`src/common/shim_cfg.svh`:
```
`ifndef SHIM_CFG_SVH
`define SHIM_CFG_SVH

// Buffer geometry
`define SHIM_LINE_W      128
`define SHIM_BANK_LINES  16
`define SHIM_BUF_AW      5
`define SHIM_CNT_W       32

// NPU port widths
`define SHIM_MRF_W       64
`define SHIM_INST_W      40
`define SHIM_IN_W        64
`define SHIM_MRF_AW      6
`define SHIM_MRF_IDW     3
`define SHIM_INST_AW     4

// Header layout: dest, then MRF id, then address; payload sits at the top
`define SHIM_DEST_W      3
`define SHIM_HDR_ID_LSB  `SHIM_DEST_W
`define SHIM_HDR_ADR_LSB (`SHIM_DEST_W + `SHIM_MRF_IDW)
`define SHIM_HDR_CNT_LSB `SHIM_DEST_W

// Register stages from a returned line to the NPU write ports
`define SHIM_OUT_DELAY   7

`endif
```
`src/common/cmd_pkg.sv`:
```
`include "shim_cfg.svh"

package cmd_pkg;

	// Destination code in the low header bits
	// Codes 0 and 7 are not listed and are dropped by the decoder
	typedef enum logic [`SHIM_DEST_W-1:0] {
		DEST_MRF     = 3'd1,
		DEST_INST    = 3'd2,
		DEST_IN0     = 3'd3,
		DEST_IN1     = 3'd4,
		DEST_CFG_IN  = 3'd5,
		DEST_CFG_OUT = 3'd6
	} dest_t;

	// MRF select, id plus one, zero means idle
	typedef logic [`SHIM_MRF_IDW-1:0] mrf_sel_t;

	// Header address fields
	typedef logic [`SHIM_MRF_AW-1:0]  mrf_addr_t;
	typedef logic [`SHIM_INST_AW-1:0] inst_addr_t;

	// NPU payloads, all cut from the top of a line
	typedef logic [`SHIM_MRF_W-1:0]  mrf_data_t;
	typedef logic [`SHIM_INST_W-1:0] inst_data_t;
	typedef logic [`SHIM_IN_W-1:0]   in_data_t;

endpackage

```
`src/common/shim_pkg.sv`:
```
`include "shim_cfg.svh"

package shim_pkg;

	// One write or read buffer line
	typedef logic [`SHIM_LINE_W-1:0] line_t;

	// Address into either buffer, covers both banks
	typedef logic [`SHIM_BUF_AW-1:0] buf_addr_t;

	// One enable per byte of a line
	typedef logic [`SHIM_LINE_W/8-1:0] ben_t;

	// Transfer length in lines
	typedef logic [`SHIM_CNT_W-1:0] line_cnt_t;

	// Ping-pong bank select
	typedef enum logic {
		BANK0 = 1'b0,
		BANK1 = 1'b1
	} bank_t;

endpackage

```
`src/hw/shim_top.sv`:
```
module shim_top (
	input  logic                clk,
	input  logic                rst,
	// Write buffer
	input  logic [1:0]          dma_wb_valid,
	input  shim_pkg::line_t     dma_wb_data,
	output shim_pkg::buf_addr_t dma_wb_raddr,
	output logic [1:0]          dma_wb_last,
	output logic                dma_wb_ren,
	// Read buffer
	input  logic [1:0]          dma_rb_ready,
	output shim_pkg::line_t     dma_rb_data,
	output shim_pkg::buf_addr_t dma_rb_waddr,
	output logic [1:0]          dma_rb_last,
	output logic                dma_rb_wen,
	output shim_pkg::ben_t      dma_rb_ben,
	// Matrix register files
	output cmd_pkg::mrf_data_t  mrf_wdata,
	output cmd_pkg::mrf_sel_t   mrf_wen,
	output cmd_pkg::mrf_addr_t  mrf_waddr,
	// Instruction memory
	output cmd_pkg::inst_data_t inst_wdata,
	output logic                inst_wen,
	output cmd_pkg::inst_addr_t inst_waddr,
	// Input FIFOs
	output cmd_pkg::in_data_t   input_data0,
	output logic                input_wen0,
	input  logic                input_rdy0,
	output cmd_pkg::in_data_t   input_data1,
	output logic                input_wen1,
	input  logic                input_rdy1,
	// Output FIFOs, show-ahead
	input  shim_pkg::line_t     output_data0,
	output logic                output_ren0,
	input  logic                output_rdy0,
	input  shim_pkg::line_t     output_data1,
	output logic                output_ren1,
	input  logic                output_rdy1,
	output logic                npu_start
);
	import shim_pkg::*;

	logic      rd_issued;
	line_cnt_t wb_count;
	line_cnt_t rb_count;

	ingress_ctrl u_ingress (
		.clk          (clk),
		.rst          (rst),
		.dma_wb_valid (dma_wb_valid),
		.input_rdy0   (input_rdy0),
		.input_rdy1   (input_rdy1),
		.wb_count     (wb_count),
		.dma_wb_ren   (dma_wb_ren),
		.dma_wb_raddr (dma_wb_raddr),
		.dma_wb_last  (dma_wb_last),
		.rd_issued    (rd_issued)
	);

	cmd_steer u_steer (
		.clk         (clk),
		.rst         (rst),
		.rd_issued   (rd_issued),
		.dma_wb_data (dma_wb_data),
		.wb_count    (wb_count),
		.rb_count    (rb_count),
		.mrf_wdata   (mrf_wdata),
		.mrf_wen     (mrf_wen),
		.mrf_waddr   (mrf_waddr),
		.inst_wdata  (inst_wdata),
		.inst_wen    (inst_wen),
		.inst_waddr  (inst_waddr),
		.input_data0 (input_data0),
		.input_data1 (input_data1),
		.input_wen0  (input_wen0),
		.input_wen1  (input_wen1),
		.npu_start   (npu_start)
	);

	egress_ctrl u_egress (
		.clk          (clk),
		.rst          (rst),
		.dma_rb_ready (dma_rb_ready),
		.output_data0 (output_data0),
		.output_data1 (output_data1),
		.output_rdy0  (output_rdy0),
		.output_rdy1  (output_rdy1),
		.rb_count     (rb_count),
		.dma_rb_wen   (dma_rb_wen),
		.dma_rb_waddr (dma_rb_waddr),
		.dma_rb_data  (dma_rb_data),
		.dma_rb_ben   (dma_rb_ben),
		.dma_rb_last  (dma_rb_last),
		.output_ren0  (output_ren0),
		.output_ren1  (output_ren1)
	);

endmodule

```
`src/egress/egress_ctrl.sv`:
```
module egress_ctrl (
	input  logic                clk,
	input  logic                rst,
	input  logic [1:0]          dma_rb_ready,
	input  shim_pkg::line_t     output_data0,
	input  shim_pkg::line_t     output_data1,
	input  logic                output_rdy0,
	input  logic                output_rdy1,
	input  shim_pkg::line_cnt_t rb_count,
	output logic                dma_rb_wen,
	output shim_pkg::buf_addr_t dma_rb_waddr,
	output shim_pkg::line_t     dma_rb_data,
	output shim_pkg::ben_t      dma_rb_ben,
	output logic [1:0]          dma_rb_last,
	output logic                output_ren0,
	output logic                output_ren1
);
	import shim_pkg::*;

	logic      src_sel;
	logic      src_rdy;
	logic      issue;
	buf_addr_t wr_addr;
	bank_t     wr_bank;
	logic      wr_wrap;

	// src_sel low means output FIFO 0 is next
	assign src_rdy = src_sel ? output_rdy1 : output_rdy0;
	assign issue   = dma_rb_ready[wr_bank] && src_rdy;

	pingpong_addr u_rb_addr (
		.clk        (clk),
		.rst        (rst),
		.step       (issue),
		.line_count (rb_count),
		.addr       (wr_addr),
		.bank       (wr_bank),
		.wrap       (wr_wrap)
	);

	always_ff @(posedge clk) begin
		if (rst) begin
			src_sel     <= 1'b0;
			dma_rb_wen  <= 1'b0;
			dma_rb_ben  <= '0;
			dma_rb_last <= 2'b00;
			output_ren0 <= 1'b0;
			output_ren1 <= 1'b0;
		end else begin
			dma_rb_wen  <= issue;
			dma_rb_ben  <= issue ? '1 : '0;
			// Pop the head that is being written
			output_ren0 <= issue && !src_sel;
			output_ren1 <= issue && src_sel;
			if (issue) begin
				src_sel <= !src_sel;
			end
			if (issue && wr_wrap) begin
				dma_rb_last <= (wr_bank == BANK1) ? 2'b10 : 2'b01;
			end else begin
				dma_rb_last <= 2'b00;
			end
		end
	end

	always_ff @(posedge clk) begin
		dma_rb_waddr <= wr_addr;
		dma_rb_data  <= src_sel ? output_data1 : output_data0;
	end

	a_single_pop : assert property (
		@(posedge clk) disable iff (rst) !(output_ren0 && output_ren1)
	) else $error("egress_ctrl: both output FIFOs popped together");

endmodule

```
`src/ingress/cmd_steer.sv`:
```
`include "shim_cfg.svh"

module cmd_steer (
	input  logic                 clk,
	input  logic                 rst,
	input  logic                 rd_issued,
	input  shim_pkg::line_t      dma_wb_data,
	output shim_pkg::line_cnt_t  wb_count,
	output shim_pkg::line_cnt_t  rb_count,
	output cmd_pkg::mrf_data_t   mrf_wdata,
	output cmd_pkg::mrf_sel_t    mrf_wen,
	output cmd_pkg::mrf_addr_t   mrf_waddr,
	output cmd_pkg::inst_data_t  inst_wdata,
	output logic                 inst_wen,
	output cmd_pkg::inst_addr_t  inst_waddr,
	output cmd_pkg::in_data_t    input_data0,
	output cmd_pkg::in_data_t    input_data1,
	output logic                 input_wen0,
	output logic                 input_wen1,
	output logic                 npu_start
);
	import shim_pkg::*;
	import cmd_pkg::*;

	localparam int DLY = `SHIM_OUT_DELAY;
	localparam int LW  = `SHIM_LINE_W;

	logic       data_vld;
	dest_t      dest;
	mrf_sel_t   hdr_id;
	mrf_addr_t  hdr_addr;
	inst_addr_t hdr_iaddr;
	line_cnt_t  hdr_cnt;
	logic       is_mrf, is_inst, is_in0, is_in1;

	// Delay pipeline, stage DLY-1 drives the NPU
	mrf_sel_t   mrf_wen_q   [DLY];
	logic       inst_wen_q  [DLY];
	logic       in_wen0_q   [DLY];
	logic       in_wen1_q   [DLY];
	logic       start_q     [DLY];
	mrf_data_t  mrf_data_q  [DLY];
	mrf_addr_t  mrf_addr_q  [DLY];
	inst_data_t inst_data_q [DLY];
	inst_addr_t inst_addr_q [DLY];
	in_data_t   in_data0_q  [DLY];
	in_data_t   in_data1_q  [DLY];

	// Header fields
	assign dest      = dest_t'(dma_wb_data[`SHIM_DEST_W-1:0]);
	assign hdr_id    = dma_wb_data[`SHIM_HDR_ID_LSB +: `SHIM_MRF_IDW];
	assign hdr_addr  = dma_wb_data[`SHIM_HDR_ADR_LSB +: `SHIM_MRF_AW];
	assign hdr_iaddr = hdr_addr[`SHIM_INST_AW-1:0];
	assign hdr_cnt   = dma_wb_data[`SHIM_HDR_CNT_LSB +: `SHIM_CNT_W];

	assign is_mrf  = data_vld && (dest == DEST_MRF);
	assign is_inst = data_vld && (dest == DEST_INST);
	assign is_in0  = data_vld && (dest == DEST_IN0);
	assign is_in1  = data_vld && (dest == DEST_IN1);

	always_ff @(posedge clk) begin
		if (rst) begin
			data_vld <= 1'b0;
			wb_count <= line_cnt_t'(`SHIM_BANK_LINES);
			rb_count <= line_cnt_t'(`SHIM_BANK_LINES);
			for (int k = 0; k < DLY; k++) begin
				mrf_wen_q[k]  <= '0;
				inst_wen_q[k] <= 1'b0;
				in_wen0_q[k]  <= 1'b0;
				in_wen1_q[k]  <= 1'b0;
				start_q[k]    <= 1'b0;
			end
		end else begin
			data_vld <= rd_issued;
			if (data_vld && dest == DEST_CFG_IN) begin
				wb_count <= hdr_cnt;
			end
			if (data_vld && dest == DEST_CFG_OUT) begin
				rb_count <= hdr_cnt;
			end
			mrf_wen_q[0]  <= is_mrf ? hdr_id + mrf_sel_t'(1) : '0;
			inst_wen_q[0] <= is_inst;
			in_wen0_q[0]  <= is_in0;
			in_wen1_q[0]  <= is_in1;
			// Second-to-last instruction of the program kicks off the NPU
			start_q[0]    <= is_inst && (line_cnt_t'(hdr_iaddr) == wb_count - line_cnt_t'(2));
			for (int k = 1; k < DLY; k++) begin
				mrf_wen_q[k]  <= mrf_wen_q[k-1];
				inst_wen_q[k] <= inst_wen_q[k-1];
				in_wen0_q[k]  <= in_wen0_q[k-1];
				in_wen1_q[k]  <= in_wen1_q[k-1];
				start_q[k]    <= start_q[k-1];
			end
		end
	end

	always_ff @(posedge clk) begin
		if (is_mrf) begin
			mrf_data_q[0] <= dma_wb_data[LW-1 -: `SHIM_MRF_W];
			mrf_addr_q[0] <= hdr_addr;
		end
		if (is_inst) begin
			inst_data_q[0] <= dma_wb_data[LW-1 -: `SHIM_INST_W];
			inst_addr_q[0] <= hdr_iaddr;
		end
		if (is_in0) begin
			in_data0_q[0] <= dma_wb_data[LW-1 -: `SHIM_IN_W];
		end
		if (is_in1) begin
			in_data1_q[0] <= dma_wb_data[LW-1 -: `SHIM_IN_W];
		end
		for (int k = 1; k < DLY; k++) begin
			mrf_data_q[k]  <= mrf_data_q[k-1];
			mrf_addr_q[k]  <= mrf_addr_q[k-1];
			inst_data_q[k] <= inst_data_q[k-1];
			inst_addr_q[k] <= inst_addr_q[k-1];
			in_data0_q[k]  <= in_data0_q[k-1];
			in_data1_q[k]  <= in_data1_q[k-1];
		end
	end

	assign mrf_wen     = mrf_wen_q[DLY-1];
	assign mrf_wdata   = mrf_data_q[DLY-1];
	assign mrf_waddr   = mrf_addr_q[DLY-1];
	assign inst_wen    = inst_wen_q[DLY-1];
	assign inst_wdata  = inst_data_q[DLY-1];
	assign inst_waddr  = inst_addr_q[DLY-1];
	assign input_wen0  = in_wen0_q[DLY-1];
	assign input_wen1  = in_wen1_q[DLY-1];
	assign input_data0 = in_data0_q[DLY-1];
	assign input_data1 = in_data1_q[DLY-1];
	assign npu_start   = start_q[DLY-1];

	a_one_target : assert property (
		@(posedge clk) disable iff (rst)
		$onehot0({|mrf_wen, inst_wen, input_wen0, input_wen1})
	) else $error("cmd_steer: more than one NPU write class active");

endmodule

```
`src/ingress/ingress_ctrl.sv`:
```
module ingress_ctrl (
	input  logic                clk,
	input  logic                rst,
	input  logic [1:0]          dma_wb_valid,
	input  logic                input_rdy0,
	input  logic                input_rdy1,
	input  shim_pkg::line_cnt_t wb_count,
	output logic                dma_wb_ren,
	output shim_pkg::buf_addr_t dma_wb_raddr,
	output logic [1:0]          dma_wb_last,
	output logic                rd_issued
);
	import shim_pkg::*;

	logic      issue;
	buf_addr_t rd_addr;
	bank_t     rd_bank;
	logic      rd_wrap;

	// Read only while the bank holds data and both input FIFOs can take it
	assign issue = dma_wb_valid[rd_bank] && input_rdy0 && input_rdy1;

	pingpong_addr u_wb_addr (
		.clk        (clk),
		.rst        (rst),
		.step       (issue),
		.line_count (wb_count),
		.addr       (rd_addr),
		.bank       (rd_bank),
		.wrap       (rd_wrap)
	);

	always_ff @(posedge clk) begin
		if (rst) begin
			dma_wb_ren  <= 1'b0;
			dma_wb_last <= 2'b00;
		end else begin
			dma_wb_ren <= issue;
			// Hand the finished bank back to the host
			if (issue && rd_wrap) begin
				dma_wb_last <= (rd_bank == BANK1) ? 2'b10 : 2'b01;
			end else begin
				dma_wb_last <= 2'b00;
			end
		end
	end

	always_ff @(posedge clk) begin
		dma_wb_raddr <= rd_addr;
	end

	// Data follows one cycle after the strobe
	assign rd_issued = dma_wb_ren;

endmodule

```
`src/hw/pingpong_addr.sv`:
```
`include "shim_cfg.svh"

module pingpong_addr (
	input  logic                clk,
	input  logic                rst,
	input  logic                step,
	input  shim_pkg::line_cnt_t line_count,
	output shim_pkg::buf_addr_t addr,
	output shim_pkg::bank_t     bank,
	output logic                wrap
);
	import shim_pkg::*;

	localparam int BANK_LINES = `SHIM_BANK_LINES;

	buf_addr_t offset;
	line_cnt_t done_cnt;
	logic      count_hit;
	logic      bank_end;

	// This step finishes the transfer
	assign count_hit = (done_cnt == line_count - line_cnt_t'(1));
	// This step uses the last line of the bank
	assign bank_end  = (offset == buf_addr_t'(BANK_LINES - 1));
	assign wrap      = count_hit || bank_end;

	assign addr = (bank == BANK1) ? buf_addr_t'(BANK_LINES) + offset : offset;

	always_ff @(posedge clk) begin
		if (rst) begin
			bank     <= BANK0;
			offset   <= '0;
			done_cnt <= '0;
		end else if (step) begin
			if (wrap) begin
				bank   <= (bank == BANK0) ? BANK1 : BANK0;
				offset <= '0;
			end else begin
				offset <= offset + buf_addr_t'(1);
			end
			// A full bank without a finished transfer keeps counting
			if (count_hit) begin
				done_cnt <= '0;
			end else begin
				done_cnt <= done_cnt + line_cnt_t'(1);
			end
		end
	end

	a_count_nonzero : assert property (
		@(posedge clk) disable iff (rst) step |-> (line_count != '0)
	) else $error("pingpong_addr: step with zero line count");

	a_offset_in_bank : assert property (
		@(posedge clk) disable iff (rst) offset < buf_addr_t'(BANK_LINES)
	) else $error("pingpong_addr: offset left the bank");

endmodule

```
`config.mk`:
```
export PLATFORM = sky130hd
export DESIGN_NAME = shim_top
export DESIGN_NICKNAME = d
export VERILOG_FILES = /design/src/common/cmd_pkg.sv /design/src/common/shim_pkg.sv /design/src/hw/shim_top.sv /design/src/egress/egress_ctrl.sv /design/src/ingress/cmd_steer.sv /design/src/ingress/ingress_ctrl.sv /design/src/hw/pingpong_addr.sv
export VERILOG_INCLUDE_DIRS = /design/src /design/src/common
export SDC_FILE = /design/constraint.sdc
export NUM_CORES = 1
export LEC_CHECK = 0
export BUFFER_PORTS_ARGS = -buffer_cell sky130_fd_sc_hd__buf_2
export CORE_AREA = 2 2 311 313
export CTS_BUF_LIST = sky130_fd_sc_hd__clkbuf_8
export DETAILED_ROUTE_END_ITERATION = 8
export DIE_AREA = 0 0 313 315
export GPL_ROUTABILITY_DRIVEN = 0
export HOLD_SLACK_MARGIN = 0.05
export PLACE_DENSITY = 0.76
export SYNTH_ARGS = -nofsm -noshare
export SYNTH_HDL_FRONTEND = slang
export SYNTH_SLANG_ARGS = --single-unit
```
`constraint.sdc`:
```
create_clock -name clk -period 8.25 [get_ports clk]
set_input_delay 1.65 -clock clk [delete_from_list [all_inputs] [get_ports clk]]
set_output_delay 1.65 -clock clk [all_outputs]
set_load 0.02 [all_outputs]
```
# Yosys cells after proc, flatten, opt, wreduce, memory -nomap -nowiden

Memories as Yosys holds them, arrays and structs flattened.
Index checks and enable logic that the tools add are counted.

Add/subtract/negate cells: 10
Bitwise gates (word level): 37
Mux-type cells: 64
$lt $le $gt $ge: 2
Reduce and logical (&&, ||, !) cells: 21
Eq/ne operators: 11

Operators with widths:

| cell                                                                   | number |
|---|---|
| 128-bit two-way mux                                                    | 1 |
| 32-bit by 1-bit adder with 32-bit output (second input constant)       | 2 |
| 32-bit equality test                                                   | 2 |
| 32-bit two-way mux                                                     | 2 |
| 32-bit by 1-bit subtractor with 32-bit output (second input constant)  | 2 |
| 1-bit two-way mux                                                      | 46 |
| 1-bit bitwise OR                                                       | 35 |
| 4-bit by 32-bit equality test with 1-bit output                        | 1 |
| 32-bit by 2-bit subtractor with 32-bit output (second input constant)  | 1 |
| 3-bit two-way mux                                                      | 8 |
| 5-bit two-way mux                                                      | 4 |
| 16-bit two-way mux                                                     | 1 |
| 1-bit logical AND                                                      | 14 |
| 5-bit by 1-bit adder with 5-bit output (second input constant)         | 2 |
| 5-bit adder (first input constant)                                     | 2 |
| 5-bit by 4-bit equality test with 1-bit output (second input constant) | 2 |
| 3-bit equality test (second input constant)                            | 3 |
| 3-bit by 2-bit equality test with 1-bit output (second input constant) | 2 |
| 1-bit by 2-bit < comparator with 1-bit output (second input constant)  | 2 |
| 2-bit two-way mux                                                      | 2 |
| 2-bit AND reduction                                                    | 2 |
| 2-bit OR reduction                                                     | 2 |
| 3-bit by 1-bit adder with 3-bit output (second input constant)         | 1 |
| 3-bit by 1-bit equality test with 1-bit output (second input constant) | 1 |
| other kinds (3)                                                        | 5 |

Memories: 11
Memory bits (writable): 1743
Flip-flop bits (word level): 304
Logic and storage cells: 176

Memory list:

| name                | depth | width | read ports | clocked after Yosys merged registers in | wr ports | line            | RTL |
|---|---|---|---|---|---|---|---|
| u_steer.in_data0_q  | 7     | 64    | 7          | 0                                       | 7        | cmd_steer.sv:46 | `in_data_t in_data0_q [DLY];` |
| u_steer.in_data1_q  | 7     | 64    | 7          | 0                                       | 7        | cmd_steer.sv:47 | `in_data_t in_data1_q [DLY];` |
| u_steer.mrf_data_q  | 7     | 64    | 7          | 0                                       | 7        | cmd_steer.sv:42 | `mrf_data_t mrf_data_q [DLY];` |
| u_steer.inst_data_q | 7     | 40    | 7          | 0                                       | 7        | cmd_steer.sv:44 | `inst_data_t inst_data_q [DLY];` |
| u_steer.mrf_addr_q  | 7     | 6     | 7          | 0                                       | 7        | cmd_steer.sv:43 | `mrf_addr_t mrf_addr_q [DLY];` |
| u_steer.inst_addr_q | 7     | 4     | 7          | 0                                       | 7        | cmd_steer.sv:45 | `inst_addr_t inst_addr_q [DLY];` |
| +5 memories         | --    | --    | --         | --                                      | --       | --              |  |

# Logic depth before layout (Yosys ltp)

Depth after elaboration: 7
Gate-level depth with buffers: 13
Depth with buffers taken out: 11

# Cells and area by module

From an unflattened synthesis, not the netlist that was laid out.

Cell total of the unflattened synthesis: 3280
Area, all modules: 51634.5 um^2

Modules (own cells, without submodules):

| module                               | area an instance (um^2) | cells each | times used |
|---|---|---|---|
| cmd_steer                            | 40477.6                 | 2179       | 1 |
| egress_ctrl                          | 4738.3                  | 311        | 1 |
| pingpong_addr at u_egress.u_rb_addr  | 3231.8                  | 410        | 1 |
| pingpong_addr at u_ingress.u_wb_addr | 2947.8                  | 363        | 1 |
| ingress_ctrl                         | 239.0                   | 17         | 1 |

# Worst setup path after synthesis

Ideal clock, no wire load.

Kind: input to register
Start: input dma_wb_data[1]
End: memory u_steer.in_data1_q[0][0] in the netlist's numbering (enable)
Arrival: 6.114 ns
Stages on the path: 1
Path slack: 1.570 ns
Data required time: 7.685 ns
Cell sequence: nor3_1

RTL lines:

| item            | line            | RTL |
|---|---|---|
| start, declared | shim_top.sv:6   | `input shim_pkg::line_t dma_wb_data,` |
| end, declared   | cmd_steer.sv:47 |  |

# Worst setup path in the final report

Start: register u_steer.rb_count[5]
End: register u_egress.u_rb_addr.done_cnt[22]

Cells in the longest elaborated chain, start to end: 3

RTL lines:

| item                                          | line                | RTL |
|---|---|---|
| start, declared                               | cmd_steer.sv:9      | `output shim_pkg::line_cnt_t rb_count,` |
| start signal, assigned                        | cmd_steer.sv:65     | `` rb_count <= line_cnt_t'(`SHIM_BANK_LINES); `` |
| start signal, assigned                        | cmd_steer.sv:79     | `rb_count <= hdr_cnt;` |
| 32-bit by 1-bit subtractor with 32-bit output | pingpong_addr.sv:22 | `assign count_hit = (done_cnt == line_count - line_cnt_t'(1));` |
| 32-bit equality test                          | pingpong_addr.sv:22 |  |
| 32-bit two-way mux                            | pingpong_addr.sv:42 | `if (count_hit) begin` |
| end signal, assigned                          | pingpong_addr.sv:45 | `done_cnt <= done_cnt + line_cnt_t'(1);` |
| end, declared                                 | pingpong_addr.sv:17 | `line_cnt_t done_cnt;` |

Every way passes these cells.
A chain may end at the register's enable or synchronous reset.

==> impl_metrics.json <==
{
  "status": "completed",
  "via_per_inst": 4.783,
  "num_rows": 114,
  "initial_core_util_pct": 53.25,
  "powerDensity_nw_per_um2": 293.7,
  "synthFlopType": "dfxtp_1",
  "slowest_delay_ns": 1.04,
  "synth_edf_count": 242,
  "grt_setup_unrepaired": "false",
  "die_y_um": 315,
  "port-buffer-count": 775,
  "period_share_pct": 56.55,
  "cts_resized": 0,
  "grt_usage_pct": 24.57,
  "finalSetupTns_ns": 0,
  "synth_top_cell_area_share_pct": 70.28,
  "cts_tree": "built",
  "synthArstFlopShare_pct": 0,
  "core_um2": 95710,
  "slew_violations": 0,
  "clk_latency_ns": 0.95,
  "crit_family": "simple AND/OR/NAND/NOR gates",
  "setup-violations-final": 0,
  "power.internal_mw": 14.34,
  "tightest_slew_ns": 1.193,
  "grt_pass1_vias": 27140,
  "clk_path_buf_depth": 4,
  "critPathRequiredTime_ns": 8.94,
  "route.detailed.drc": 0,
  "worst_hold_slack_ns": 0.2527,
  "ctsHoldBuffers": 0,
  "clkPwrFrac_pct": 42.3,
  "power_frac_comb_pct": 2.3,
  "syn2layout_area_growth_pct": 21.71,
  "cp_cell_sequence": "nor4_2 > nand4_1 > nor4_1 > mux2_2 > a31oi_1 > o2111a_1 > nand4_1 > o21bai_2 > nor2_1",
  "yosys-top-cells-count": "dfxtp_1 (1789), edfxtp_1 (242), nand2_1 (191)",
  "final-hold-violation-count": 0,
  "vias": 27710,
  "placed_area_um2": 56070,
  "cp_common_cell": "nand4_1",
  "grt_pass1_wl_um": 173100,
  "cp.buffers_inverters": 0,
  "post-dp-hpwl_um": 87710,
  "grt_overflow": 0,
  "nets": 4650,
  "synthCells": 3260,
  "seqPwrFrac_pct": 55.4,
  "maxCapViolations": 0,
  "first_pass_iters": 5,
  "grt_max_degree": 83,
  "cts.sinks": 2031,
  "power_switching_share_pct": 21.28,
  "synth_cell_types": 70,
  "regArea_um2": 43090,
  "multi_input_area_um2": 7353,
  "drt_iter0_drc": 2014,
  "synth_seq_area_share_pct": 84.54,
  "wire_per_inst_um": 21.61,
  "yosys_warnings": 0,
  "hp-class": "flop to flop",
  "h-tree-depth": 5,
  "yosys.area.top_type": "dfxtp_1",
  "syn_area_um2": 50960,
  "cts_setup_buffers": 0,
  "cts_made_buffers": 304,
  "period_needed_ns": 4.666,
  "drive_gt1_share_pct": 30.56,
  "post-route-cell-area_um2": 62030,
  "dieArea_um2": 98600,
  "path_class": "flop to flop",
  "worstSetupEndpointType": "flop",
  "crit_fanout": 31,
  "synthTopCellsByArea": "dfxtp_1 (70%), edfxtp_1 (14%), mux2_2 (2.9%)",
  "syn-num-nets": 3664,
  "ios": 805,
  "synth-seq-cells": 2031,
  "fp.dieW_um": 313,
  "crit_slowest_cell": "o21bai_2",
  "ant_nets": 0,
  "post_synth.cell_area_avg_um2": 15.63,
  "arrival_ns": 5.35,
  "root_buffer": "clkbuf_8",
  "skew_ns": 0.1213,
  "clkTransAtPathRegs_ns": 0.06,
  "max_freq_mhz": 214.3,
  "critPathLaunchType": "flop",
  "routed_wl_um": 125200,
  "yosysMostFrequentCell": "dfxtp_1",
  "slew_headroom_pct": 20.42,
  "p_leak_nw": 26.22,
  "antenna_found_initial": 107,
  "p_switching_mw": 3.876,
  "nFillCells": 6416,
  "ir_worst_vdd_mv": 0.1463
}
cell type report:
cell class | count | area share, %
Inverter | 22 | 0.1331
Clock inverter | 164 | 1.285
Multi-Input combinational cell | 1102 | 11.86
Tap cell | 1276 | 2.574
Clock buffer | 366 | 8.121
Timing Repair Buffer | 785 | 6.378
Sequential cell | 2031 | 69.46
Antenna cell | 47 | 0.1896
sequential cells by signal, indices dropped and copies added (netlist names), 7 cells and up:
name,flops
u_steer.in_data0_q,448
u_steer.in_data1_q,448
u_steer.mrf_data_q,448
u_steer.inst_data_q,280
u_egress.dma_rb_data,128
u_steer.mrf_addr_q,42
u_egress.u_rb_addr.done_cnt,32
u_ingress.u_wb_addr.done_cnt,32
u_steer.rb_count,32
u_steer.wb_count,32
u_steer.inst_addr_q,28
u_steer.mrf_wen_q,21
u_steer.in_wen0_q,7
u_steer.in_wen1_q,7
u_steer.inst_wen_q,7
u_steer.start_q,7
placed cells by master (no fill, tap or decap), drive strengths merged, types with 47 or more instances in the layout:
master	n
a21oi	81
buf	785
clkbuf	366
dfxtp	1789
diode	47
edfxtp	242
inv	134
mux2	129
nand2	191
nor2	133
nor2b	54
xnor2	79
xor2	70
final timing paths:
| path | slack [ns] | from | endpoint | depth (start not counted) |
|---|---|---|---|---|
| worst max-delay path | 3.58 | u_steer.rb_count[5] | u_egress.u_rb_addr.done_cnt[22] | 9 |
| worst max register to register | 3.58 | u_steer.rb_count[5] | u_egress.u_rb_addr.done_cnt[22] | 9 |
| worst min register to register | 0.25 | u_steer.in_data1_q[2][31] | u_steer.in_data1_q[3][31] | 0 |
| worst min-delay path | 0.25 | u_steer.in_data1_q[2][31] | u_steer.in_data1_q[3][31] | 0 |
power by group through the flow:
stage               sequential [mW]  combinational, mW  clock, mW
floorplan                      10.4              0.120          0
global placement               10.3              0.404          0
detailed placement             10.3              0.412          0
CTS                            10.1              0.415       7.88
global route                   10.1              0.436       8.29
finish                         10.1              0.419       7.70
metal layers:
| metal | track usage (%) | routed length (um) | share of wire (%) | vias up |
|---|---|---|---|---|
| met2 | 39.73 | 58880 | 47 | 1269 |
| met5 | 0 | 442 | 0.35 | - |
| li1 | - | - | - | 12970 |
| met3 | 13.18 | 15720 | 13 | 374 |
| met1 | 26.63 | 44790 | 36 | 13030 |
| met4 | 11.05 | 5362 | 4.3 | 70 |
cells by family (layout without fill, tap and decap cells):
| kind of cell | count (synthesis) | in the layout | share of synthesized area [%] |
|---|---|---|---|
| simple gates | 639 | 639 | 6.413 |
| fa+ha+maj | 10 | 10 | 0.2455 |
| flops | 2031 | 2031 | 84.54 |
| buf+inv | 127 | 1337 | 1.100 |
| other cells | 0 | 47 | 0 |
| mux | 139 | 139 | 3.047 |
| xor+xnor | 150 | 150 | 2.605 |
| compound gates | 164 | 164 | 2.055 |
per-stage QoR:
stage	cells	power [mW]	utilization, %	worst slack, ns
6_report	5793	18.22	64.81	3.584
5_1_grt	5764	18.82	64.73	3.128
2_1_floorplan	3260	10.50	-	1.570
4_1_cts	5746	18.39	64.68	3.608
3_5_place_dp	5216	10.73	58.59	3.637
3_3_place_gp	5216	10.72	58.59	3.682
Power figures use the tool's default switching activity.
